### src/hdl/epu_pkg.sv
`default_nettype none

package epu_pkg;

    // AXI field widths
    localparam int ADDR_W = 32;
    localparam int DATA_W = 32;
    localparam int ID_W   = 4;
    localparam int LEN_W  = 8;
    localparam int RESP_W = 2;

    // Compute widths
    localparam int ELEM_W = 16;
    localparam int ACC_W  = 32;

    typedef logic [ADDR_W-1:0] addr_t;
    typedef logic [DATA_W-1:0] data_t;
    typedef logic [ID_W-1:0]   id_t;
    typedef logic [LEN_W-1:0]  len_t;
    typedef logic [RESP_W-1:0] resp_t;

    localparam resp_t RESP_OKAY   = 2'b00;
    localparam resp_t RESP_SLVERR = 2'b10;

    // Activations and weights come from the low half of a bus word
    typedef logic signed [ELEM_W-1:0] pixel_t;
    typedef logic signed [ELEM_W-1:0] weight_t;

    // Wraps on overflow
    typedef logic signed [ACC_W-1:0] acc_t;

    typedef enum logic [2:0] {
        REGION_NONE,
        REGION_INPUT,
        REGION_WEIGHT,
        REGION_BIAS,
        REGION_RESULT,
        REGION_CTRL
    } epu_region_e;

    // Regions are 64 KiB, so only the upper address bits select one
    localparam int REGION_BITS = 16;

    localparam addr_t INPUT_BASE  = 32'h5000_0000;
    localparam addr_t RESULT_BASE = 32'h6000_0000;
    localparam addr_t BIAS_BASE   = 32'h7000_0000;
    localparam addr_t WEIGHT_BASE = 32'h7400_0000;
    localparam addr_t CTRL_BASE   = 32'h8000_0000;

endpackage

`default_nettype wire

### src/hdl/epu_buffer.sv
`timescale 1ns/10ps
`default_nettype none

module epu_buffer #(
    parameter type payload_t = logic [15:0],
    parameter int  BUF_DEPTH = 64
) (
    input  logic                         clk,
    input  logic                         arst_n_i,
    input  logic                         we_i,
    input  logic [$clog2(BUF_DEPTH)-1:0] waddr_i,
    input  payload_t                     wdata_i,
    input  logic [$clog2(BUF_DEPTH)-1:0] raddr_i,
    output payload_t                     rdata_o
);

    // Storage array
    payload_t mem [BUF_DEPTH];

    // Write port, one entry per strobe
    always_ff @(posedge clk) begin
        if (we_i) begin
            mem[waddr_i] <= wdata_i;
        end
    end

    // Registered read port
    // Data follows the address by one cycle
    always_ff @(posedge clk or negedge arst_n_i) begin
        if (!arst_n_i) begin
            rdata_o <= '0;
        end else begin
            rdata_o <= mem[raddr_i];
        end
    end

endmodule

`default_nettype wire

### src/hdl/epu_mac.sv
`timescale 1ns/10ps
`default_nettype none

module epu_mac
    import epu_pkg::*;
#(
    parameter int VEC_LEN   = 16,
    parameter int BUF_DEPTH = 64
) (
    input  logic                         clk,
    input  logic                         arst_n_i,
    input  logic                         start_i,
    input  acc_t                         bias_i,
    input  pixel_t                       in_data_i,
    input  weight_t                      wt_data_i,
    output logic [$clog2(BUF_DEPTH)-1:0] rd_addr_o,
    output acc_t                         result_o,
    output logic                         busy_o,
    output logic                         done_o
);

    localparam int BUF_AW = $clog2(BUF_DEPTH);
    localparam logic [BUF_AW-1:0] LAST_IDX = BUF_AW'(VEC_LEN - 1);

    logic [BUF_AW-1:0] elem_cnt_q;
    logic              issue_q;
    logic              valid_q;
    logic              last_q;
    logic              launch;
    acc_t              acc_q;
    acc_t              product;

    // Start only counts when idle
    assign launch    = start_i && !busy_o;
    assign rd_addr_o = elem_cnt_q;

    // Both operands sign extended first, product fits in 32 bits
    assign product = acc_t'(in_data_i) * acc_t'(wt_data_i);

    // Element counter
    // Walks both buffers from 0 to VEC_LEN-1, one address per cycle
    always_ff @(posedge clk or negedge arst_n_i) begin
        if (!arst_n_i) begin
            elem_cnt_q <= '0;
            issue_q    <= 1'b0;
        end else if (launch) begin
            elem_cnt_q <= '0;
            issue_q    <= 1'b1;
        end else if (issue_q) begin
            if (elem_cnt_q == LAST_IDX) begin
                issue_q <= 1'b0;
            end else begin
                elem_cnt_q <= elem_cnt_q + 1'b1;
            end
        end
    end

    // Buffer read latency
    // Valid and last line up with the returned data
    always_ff @(posedge clk or negedge arst_n_i) begin
        if (!arst_n_i) begin
            valid_q <= 1'b0;
            last_q  <= 1'b0;
        end else begin
            valid_q <= issue_q;
            last_q  <= issue_q && (elem_cnt_q == LAST_IDX);
        end
    end

    // Accumulator, seeded with the bias on launch
    always_ff @(posedge clk or negedge arst_n_i) begin
        if (!arst_n_i) begin
            acc_q    <= '0;
            result_o <= '0;
            busy_o   <= 1'b0;
            done_o   <= 1'b0;
        end else if (launch) begin
            acc_q  <= bias_i;
            busy_o <= 1'b1;
            done_o <= 1'b0;
        end else if (valid_q) begin
            acc_q <= acc_q + product;
            // Final product goes straight into the result
            if (last_q) begin
                result_o <= acc_q + product;
                busy_o   <= 1'b0;
                done_o   <= 1'b1;
            end
        end
    end

endmodule

`default_nettype wire

### src/hdl/epu_axi_slave.sv
`timescale 1ns/10ps
`default_nettype none

module epu_axi_slave
    import epu_pkg::*;
#(
    parameter int BUF_DEPTH = 64
) (
    input  logic                         clk,
    input  logic                         arst_n_i,
    // Write address
    input  logic                         awvalid_i,
    output logic                         awready_o,
    input  addr_t                        awaddr_i,
    input  id_t                          awid_i,
    input  len_t                         awlen_i,
    // Write data
    input  logic                         wvalid_i,
    output logic                         wready_o,
    input  data_t                        wdata_i,
    input  logic                         wlast_i,
    // Write response
    output logic                         bvalid_o,
    input  logic                         bready_i,
    output id_t                          bid_o,
    output resp_t                        bresp_o,
    // Read address
    input  logic                         arvalid_i,
    output logic                         arready_o,
    input  addr_t                        araddr_i,
    input  id_t                          arid_i,
    input  len_t                         arlen_i,
    // Read data
    output logic                         rvalid_o,
    input  logic                         rready_i,
    output data_t                        rdata_o,
    output id_t                          rid_o,
    output resp_t                        rresp_o,
    output logic                         rlast_o,
    // Buffer write ports
    output logic                         in_we_o,
    output logic [$clog2(BUF_DEPTH)-1:0] in_waddr_o,
    output pixel_t                       in_wdata_o,
    output logic                         wt_we_o,
    output logic [$clog2(BUF_DEPTH)-1:0] wt_waddr_o,
    output weight_t                      wt_wdata_o,
    // Engine side
    output acc_t                         bias_o,
    output logic                         start_o,
    input  acc_t                         result_i,
    input  logic                         busy_i,
    input  logic                         done_i
);

    localparam int BUF_AW = $clog2(BUF_DEPTH);

    typedef enum logic [1:0] {ST_IDLE, ST_WDATA, ST_RESP, ST_RDATA} state_e;

    state_e            state_q;
    state_e            state_d;
    addr_t             addr_q;
    id_t               id_q;
    len_t              len_q;
    len_t              beat_q;
    epu_region_e       region;
    resp_t             resp;
    logic              aw_hs;
    logic              w_hs;
    logic              b_hs;
    logic              ar_hs;
    logic              r_hs;
    logic [BUF_AW-1:0] buf_addr;
    acc_t              bias_q;
    logic              start_q;

    // Channel handshakes
    assign aw_hs = awvalid_i && awready_o;
    assign w_hs  = wvalid_i && wready_o;
    assign b_hs  = bvalid_o && bready_i;
    assign ar_hs = arvalid_i && arready_o;
    assign r_hs  = rvalid_o && rready_i;

    // Ready and valid straight from the state, write wins in IDLE
    // Read address taken only for a pending request
    assign awready_o = (state_q == ST_IDLE);
    assign arready_o = (state_q == ST_IDLE) && arvalid_i && !awvalid_i;
    assign wready_o  = (state_q == ST_WDATA);
    assign bvalid_o  = (state_q == ST_RESP);
    assign rvalid_o  = (state_q == ST_RDATA);
    assign rlast_o   = (state_q == ST_RDATA) && (beat_q == len_q);

    // Transaction FSM
    always_comb begin
        state_d = state_q;
        case (state_q)
            ST_IDLE: begin
                if (aw_hs) begin
                    state_d = ST_WDATA;
                end else if (ar_hs) begin
                    state_d = ST_RDATA;
                end
            end
            ST_WDATA: if (w_hs && wlast_i) state_d = ST_RESP;
            ST_RESP:  if (b_hs) state_d = ST_IDLE;
            ST_RDATA: if (r_hs && rlast_o) state_d = ST_IDLE;
            default:  state_d = ST_IDLE;
        endcase
    end

    always_ff @(posedge clk or negedge arst_n_i) begin
        if (!arst_n_i) begin
            state_q <= ST_IDLE;
        end else begin
            state_q <= state_d;
        end
    end

    // Address, ID and length latches, plus beat counter
    always_ff @(posedge clk or negedge arst_n_i) begin
        if (!arst_n_i) begin
            addr_q <= '0;
            id_q   <= '0;
            len_q  <= '0;
            beat_q <= '0;
        end else if (aw_hs) begin
            addr_q <= awaddr_i;
            id_q   <= awid_i;
            len_q  <= awlen_i;
            beat_q <= '0;
        end else if (ar_hs) begin
            addr_q <= araddr_i;
            id_q   <= arid_i;
            len_q  <= arlen_i;
            beat_q <= '0;
        end else if (w_hs || r_hs) begin
            beat_q <= beat_q + 1'b1;
        end
    end

    // Region decode on upper bits of the latched address
    always_comb begin
        case (addr_q[ADDR_W-1:REGION_BITS])
            INPUT_BASE[ADDR_W-1:REGION_BITS]:  region = REGION_INPUT;
            WEIGHT_BASE[ADDR_W-1:REGION_BITS]: region = REGION_WEIGHT;
            BIAS_BASE[ADDR_W-1:REGION_BITS]:   region = REGION_BIAS;
            RESULT_BASE[ADDR_W-1:REGION_BITS]: region = REGION_RESULT;
            CTRL_BASE[ADDR_W-1:REGION_BITS]:   region = REGION_CTRL;
            default:                           region = REGION_NONE;
        endcase
    end

    // Unmapped address gets SLVERR on both channels
    assign resp    = (region == REGION_NONE) ? RESP_SLVERR : RESP_OKAY;
    assign bresp_o = resp;
    assign rresp_o = resp;
    assign bid_o   = id_q;
    assign rid_o   = id_q;

    // Word offset within the region, advanced per beat
    assign buf_addr = addr_q[BUF_AW+1:2] + BUF_AW'(beat_q);

    assign in_we_o    = w_hs && (region == REGION_INPUT);
    assign in_waddr_o = buf_addr;
    assign in_wdata_o = pixel_t'(wdata_i[ELEM_W-1:0]);
    assign wt_we_o    = w_hs && (region == REGION_WEIGHT);
    assign wt_waddr_o = buf_addr;
    assign wt_wdata_o = weight_t'(wdata_i[ELEM_W-1:0]);

    // Bias register and start pulse
    always_ff @(posedge clk or negedge arst_n_i) begin
        if (!arst_n_i) begin
            bias_q  <= '0;
            start_q <= 1'b0;
        end else begin
            start_q <= w_hs && (region == REGION_CTRL) && wdata_i[0];
            if (w_hs && (region == REGION_BIAS)) begin
                bias_q <= acc_t'(wdata_i);
            end
        end
    end

    assign bias_o  = bias_q;
    assign start_o = start_q;

    // Read mux, buffers read as zero
    always_comb begin
        case (region)
            REGION_BIAS:   rdata_o = data_t'(bias_q);
            REGION_RESULT: rdata_o = data_t'(result_i);
            REGION_CTRL:   rdata_o = {{(DATA_W-2){1'b0}}, done_i, busy_i};
            default:       rdata_o = '0;
        endcase
    end

endmodule

`default_nettype wire

### src/hdl/epu_top.sv
`timescale 1ns/10ps
`default_nettype none

module epu_top
    import epu_pkg::*;
#(
    parameter int VEC_LEN   = 16,
    parameter int BUF_DEPTH = 64
) (
    input  logic  clk,
    input  logic  arst_n_i,
    // Write address
    input  logic  awvalid_i,
    output logic  awready_o,
    input  addr_t awaddr_i,
    input  id_t   awid_i,
    input  len_t  awlen_i,
    // Write data
    input  logic  wvalid_i,
    output logic  wready_o,
    input  data_t wdata_i,
    input  logic  wlast_i,
    // Write response
    output logic  bvalid_o,
    input  logic  bready_i,
    output id_t   bid_o,
    output resp_t bresp_o,
    // Read address
    input  logic  arvalid_i,
    output logic  arready_o,
    input  addr_t araddr_i,
    input  id_t   arid_i,
    input  len_t  arlen_i,
    // Read data
    output logic  rvalid_o,
    input  logic  rready_i,
    output data_t rdata_o,
    output id_t   rid_o,
    output resp_t rresp_o,
    output logic  rlast_o
);

    localparam int BUF_AW = $clog2(BUF_DEPTH);

    // Slave to buffers
    logic              in_we;
    logic [BUF_AW-1:0] in_waddr;
    pixel_t            in_wdata;
    logic              wt_we;
    logic [BUF_AW-1:0] wt_waddr;
    weight_t           wt_wdata;

    // Slave and engine
    acc_t              bias;
    logic              start;
    acc_t              result;
    logic              busy;
    logic              done;

    // Engine read side, both buffers share the address
    logic [BUF_AW-1:0] rd_addr;
    pixel_t            in_rdata;
    weight_t           wt_rdata;

    // AXI ports share their names with the top, so they go through .*
    epu_axi_slave #(
        .BUF_DEPTH (BUF_DEPTH)
    ) u_slave (
        .*,
        .in_we_o    (in_we   ),
        .in_waddr_o (in_waddr),
        .in_wdata_o (in_wdata),
        .wt_we_o    (wt_we   ),
        .wt_waddr_o (wt_waddr),
        .wt_wdata_o (wt_wdata),
        .bias_o     (bias    ),
        .start_o    (start   ),
        .result_i   (result  ),
        .busy_i     (busy    ),
        .done_i     (done    )
    );

    // Input activations
    epu_buffer #(
        .payload_t (pixel_t  ),
        .BUF_DEPTH (BUF_DEPTH)
    ) u_in_buf (
        .clk      (clk     ),
        .arst_n_i (arst_n_i),
        .we_i     (in_we   ),
        .waddr_i  (in_waddr),
        .wdata_i  (in_wdata),
        .raddr_i  (rd_addr ),
        .rdata_o  (in_rdata)
    );

    // Weights
    epu_buffer #(
        .payload_t (weight_t ),
        .BUF_DEPTH (BUF_DEPTH)
    ) u_wt_buf (
        .clk      (clk     ),
        .arst_n_i (arst_n_i),
        .we_i     (wt_we   ),
        .waddr_i  (wt_waddr),
        .wdata_i  (wt_wdata),
        .raddr_i  (rd_addr ),
        .rdata_o  (wt_rdata)
    );

    epu_mac #(
        .VEC_LEN   (VEC_LEN  ),
        .BUF_DEPTH (BUF_DEPTH)
    ) u_mac (
        .clk       (clk     ),
        .arst_n_i  (arst_n_i),
        .start_i   (start   ),
        .bias_i    (bias    ),
        .in_data_i (in_rdata),
        .wt_data_i (wt_rdata),
        .rd_addr_o (rd_addr ),
        .result_o  (result  ),
        .busy_o    (busy    ),
        .done_o    (done    )
    );

endmodule

`default_nettype wire

### config.mk
export PLATFORM = sky130hd
export DESIGN_NAME = epu_top
export DESIGN_NICKNAME = d
export VERILOG_FILES = /design/src/hdl/epu_pkg.sv /design/src/hdl/epu_buffer.sv /design/src/hdl/epu_mac.sv /design/src/hdl/epu_axi_slave.sv /design/src/hdl/epu_top.sv
export SDC_FILE = /design/constraint.sdc
export NUM_CORES = 2
export LEC_CHECK = 0
export BUFFER_PORTS_ARGS = -buffer_cell sky130_fd_sc_hd__buf_2
export CORE_UTILIZATION = 66
export DETAILED_ROUTE_END_ITERATION = 6
export HOLD_SLACK_MARGIN = 0.05
export PLACE_DENSITY_LB_ADDON = 0.08
export SYNTH_ARGS = -nofsm -noshare
export SYNTH_HDL_FRONTEND = slang
export SYNTH_SLANG_ARGS = --single-unit
### constraint.sdc
create_clock -name clk -period 9.5 [get_ports clk]
set_input_delay 0.95 -clock clk [delete_from_list [all_inputs] [get_ports clk]]
set_output_delay 0.95 -clock clk [all_outputs]
set_load 0.01 [all_outputs]
==> impl_summary.log <==
[metrics] fraction of synthesis flops using an asynchronous set or reset pin: approximately 8.2%
[metrics] post-CTS setup-driven buffer insertion count: 0
[metrics] starting density of the core: about two thirds
[metrics] switching pwr: ~4.5 mW
[metrics] share of cells above drive strength 1: around 25%
[metrics] Cell Int Power: between 15 and 20 mW
[metrics] I/O Pins: approximately 180
[metrics] sink count of the clock tree: approximately 2,200
[metrics] register share of total power: between 50% and 60%
[metrics] sequential share of the synthesized area: approximately two thirds
[metrics] Final min period: 6.73 ns
[metrics] Main synth FF type: sky130_fd_sc_hd__edfxtp_1
[metrics] worst hold slack: 0.281 ns
[metrics] area share of the largest cell type after synthesis: a little under two thirds
[metrics] number of remaining DRC errors: 0
[metrics] Crit. Startpoint: u_wt_buf.rdata_o[1]
[metrics] total routing usage reported by global routing: 32.1%
[metrics] class of the tightest hold or removal check: in -> async
[metrics] count of antenna-violating nets left after detailed routing: 0
[metrics] Crit path arrival time: 7.44 ns
[metrics] startpoint class of the critical path: flop
[metrics] final cycle utilization of the critical path: a little over two thirds
[metrics] Resized Gates After CTS: 0
[metrics] Post-DP HPWL: ~130 mm
[metrics] setup repair after global routing missed its margin: false
[metrics] synth cell count leaders: sky130_fd_sc_hd__edfxtp_1 (2,048), sky130_fd_sc_hd__mux4_2 (672), sky130_fd_sc_hd__inv_1 (340)
[metrics] Via Count: 48,300
[metrics] number of standard cells after synthesis: ~4,900
[metrics] required arrival time at the worst endpoint: between 10 and 15 ns
[metrics] critical path fanouts, max: 16
[metrics] port buffer count: 155
[metrics] vias in the first global route: approximately 49,000
[metrics] number of max-slew violations in the final report: 0
[metrics] launch instance of the worst register-to-register path: u_wt_buf.rdata_o[1]
[metrics] Switching Fraction: approximately 22%
[metrics] cell area after synthesis: 96,800 um^2
[metrics] leakage power: approximately 36 nW
[metrics] Max clock buf depth: 3
[metrics] count of TritonRoute iterations in the first routing pass: 5
[metrics] CTS Buf Count: 210
[metrics] Synth-to-Final Area Change: 10.9%
[metrics] highest clock frequency the design can meet: 0.149 GHz
[metrics] standard-cell row count: 140
[metrics] number of fill cells: about 8,300
[metrics] Worst Setup End Kind: flop
[metrics] die extent in y: 385 um
[metrics] unique cell type count in the Yosys netlist: just under 60
[metrics] remaining global-route overflow: 0
[metrics] global placer's final weighted congestion: 0.871
[metrics] Hold Violations, Final: 0
[metrics] Post-CTS Hold Buffers: 0
[metrics] drt total wl: 231 mm
[metrics] die outline area: approximately 150,000 um^2
[metrics] clock tree root driver cell: sky130_fd_sc_hd__clkbuf_16
[metrics] critical path type: reg -> reg
[metrics] Placeable Area: roughly 150,000 um^2
[metrics] worst clock skew: just over 0.06 ns
[metrics] violation count after the first detailed-routing iteration: a little under 6,000
[metrics] number of vias per cell: 6.61
[metrics] TritonCTS clock tree: built
[metrics] biggest area contributors in the synthesized netlist: sky130_fd_sc_hd__edfxtp_1 (64%), sky130_fd_sc_hd__mux4_2 (16%), sky130_fd_sc_hd__fa_1 (6.1%), sky130_fd_sc_hd__dfrtp_1 (4.8%), sky130_fd_sc_hd__ha_1 (1.4%)
[metrics] Logic pwr share: just under 5%
[metrics] Warnings, synthesis: 0
[metrics] number of antenna violations at the first check in global routing: 22
[metrics] worst skew pair latency: 0.86 ns
[metrics] Die W: a little under 400 um
[metrics] number of synthesized flops with an enable pin: 2,048
[metrics] run status: finished clean
[metrics] post-synthesis area per instance: 19.7 um^2
[metrics] largest area contributor in the netlist: sky130_fd_sc_hd__edfxtp_1
[metrics] number of maximum-capacitance violations: 0
[metrics] post-route setup TNS: 0 ns
[metrics] pin count of the biggest net entering global routing: about 120
[metrics] Worst IR Drop VDD: about 220 uV
[metrics] global-route wire length before repair: 336 mm
[metrics] clock share of power: roughly two fifths
[metrics] register clock-pin slew on the reported worst setup and hold paths: 0.06 ns
[metrics] FF+latch count, synth: 2,232
[metrics] power density over the cells: ~190 nW/um^2
[metrics] total number of H-tree levels: 4
[metrics] relative slew slack: 21.4%
[metrics] Slew @ Worst Pin: between 1 and 1.5 ns
[metrics] Final Net Count: 5,737
[metrics] count of final setup violators: 0
[metrics] library cell with the highest instance count after synthesis: sky130_fd_sc_hd__edfxtp_1
[metrics] average detailed-routed wire length per instance: about 32 um
worst max-delay path, stage by stage (launching register included):
cell	delay [ns]
sky130_fd_sc_hd__dfrtp_1	0.77
sky130_fd_sc_hd__nand2_1	0.25
sky130_fd_sc_hd__fa_1	0.51
sky130_fd_sc_hd__fa_1	0.54
sky130_fd_sc_hd__inv_1	0.05
sky130_fd_sc_hd__fa_1	0.48
sky130_fd_sc_hd__fa_1	0.53
sky130_fd_sc_hd__fa_1	0.49
sky130_fd_sc_hd__inv_1	0.05
sky130_fd_sc_hd__fa_1	0.47
sky130_fd_sc_hd__inv_1	0.04
sky130_fd_sc_hd__ha_1	0.39
sky130_fd_sc_hd__nand3_1	0.17
sky130_fd_sc_hd__nor3_1	0.42
sky130_fd_sc_hd__nand3_1	0.14
sky130_fd_sc_hd__o2111ai_1	0.39
sky130_fd_sc_hd__a31oi_1	0.17
sky130_fd_sc_hd__xnor2_1	0.37
sky130_fd_sc_hd__mux2i_1	0.18
sky130_fd_sc_hd__o21ai_1	0.19
cells by family (layout without fill, tap and decap cells):
kind of cell	Yosys count	count (layout)	synth area share [%]
other	1	4	0.00388
XOR/XNOR	68	68	0.616
flip-flops	2232	2232	68.3
multiplexers	784	784	16.9
buffers and inverters	583	1063	2.41
AO/OA/AOI/OAI	215	215	1.39
AND/OR/NAND/NOR	628	628	2.96
adder cells (fa/ha/maj)	399	399	7.43
registers in the layout, indices dropped and copies added (netlist names):
signal and flops:
u_slave.len_q 8, u_in_buf.mem 1024, u_slave.addr_q 22, u_mac.issue_q 1, u_mac.acc_q 32, u_mac.last_q 1
u_mac.busy_o 1, u_mac.done_o 1, u_slave.bias_o 32, u_mac.rd_addr_o 6, u_mac.valid_q 1, u_wt_buf.rdata_o 16
u_slave.beat_q 8, u_slave.bid_o 4, u_in_buf.rdata_o 16, u_mac.result_o 32, u_wt_buf.mem 1024, u_slave.state_q 2
u_slave.start_o 1
placed cells by master, fill, tap and decap left out, types with 9 or more instances in the layout:
master                      Yosys  routed
sky130_fd_sc_hd__edfxtp_1    2048    2048
sky130_fd_sc_hd__mux4_2       672     672
sky130_fd_sc_hd__inv_1        340     340
sky130_fd_sc_hd__fa_1         293     293
sky130_fd_sc_hd__nand2_1      243     243
sky130_fd_sc_hd__clkbuf_16      0     212
sky130_fd_sc_hd__buf_4         12     185
sky130_fd_sc_hd__nor2_1       179     179
sky130_fd_sc_hd__dfrtp_1      184     177
sky130_fd_sc_hd__buf_2         51     138
sky130_fd_sc_hd__and2_1       123     122
sky130_fd_sc_hd__ha_1         105     105
sky130_fd_sc_hd__o21ai_1       68      67
sky130_fd_sc_hd__mux2i_1       59      59
sky130_fd_sc_hd__xnor2_1       48      48
sky130_fd_sc_hd__clkinv_2       0      48
sky130_fd_sc_hd__clkbuf_1     154      42
sky130_fd_sc_hd__clkinv_1       0      39
sky130_fd_sc_hd__mux2_1        36      36
sky130_fd_sc_hd__a21oi_1       35      35
sky130_fd_sc_hd__a22o_1        34      34
sky130_fd_sc_hd__o21ai_0       26      26
sky130_fd_sc_hd__nand3_1       23      22
sky130_fd_sc_hd__xor2_1        20      20
sky130_fd_sc_hd__bufinv_16      0      20
sky130_fd_sc_hd__mux2_2        17      17
sky130_fd_sc_hd__nor2b_1       14      12
sky130_fd_sc_hd__nand2b_1       9       9
sky130_fd_sc_hd__a21o_1         9       9
metal layers:
metal  global-route usage [%]  share of wire (%)
met3                     6.97                 11
met1                     48.1                 39
met4                     9.95                3.0
met2                     48.4                 47
met5                        0              0.047
metrics by stage:
| step | power (mW) | area, um^2 | std cells | util (%) | setup slack (ns) |
|---|---|---|---|---|---|
| final | 20.3 | 107000 | 7310 | 73.7 | 2.77 |
| after global routing | 20.8 | 107000 | 7308 | 73.7 | 2.42 |
| after CTS | 20.3 | 107000 | 7308 | 73.7 | 2.76 |
| after detailed placement | 12.1 | 100000 | 6916 | 69.0 | 2.78 |
| after global placement | 12.0 | 100000 | 6916 | 69.0 | 2.79 |
| after floorplan | 11.6 | 96800 | 4911 | - | 3.43 |
cell type report:
cell class / count / area (um^2) / share of cell area (%)
Antenna cell: 2 / 5.00 / 0.00466
Clock buffer: 261 / 5560 / 5.18
Clock inverter: 131 / 1360 / 1.27
Inverter: 341 / 1280 / 1.19
Multi-Input combinational cell: 2096 / 28400 / 26.4
Sequential cell: 2232 / 66100 / 61.6
Tap cell: 1917 / 2400 / 2.24
Timing Repair Buffer: 330 / 2210 / 2.06
path summary, 6_finish.rpt:
path / endpoint / slack [ns] / cells after the start
worst max-delay path: u_mac.acc_q[26] / 2.77 / 19
worst min-delay path: u_slave.addr_q[30] / 0.28 / 1
worst max register to register: u_mac.acc_q[26] / 2.77 / 19
worst min register to register: u_mac.valid_q / 0.43 / 0
max in group asynchronous: u_mac.rd_addr_o[0] / 7.70 / 2
min in group clk: u_slave.bias_o[17] / 0.32 / 2
power groups by stage:
| stage | clock network (mW) | logic (mW) | registers (mW) |
|---|---|---|---|
| 6_report | 8.38 | 0.993 | 10.9 |
| 5_1_grt | 8.81 | 1.07 | 10.9 |
| 4_1_cts | 8.48 | 0.991 | 10.9 |
| 3_5_place_dp | 0 | 0.982 | 11.1 |
| 3_3_place_gp | 0 | 0.950 | 11.1 |
| 2_1_floorplan | 0 | 0.527 | 11.1 |
(Power assumes the default switching activity.)
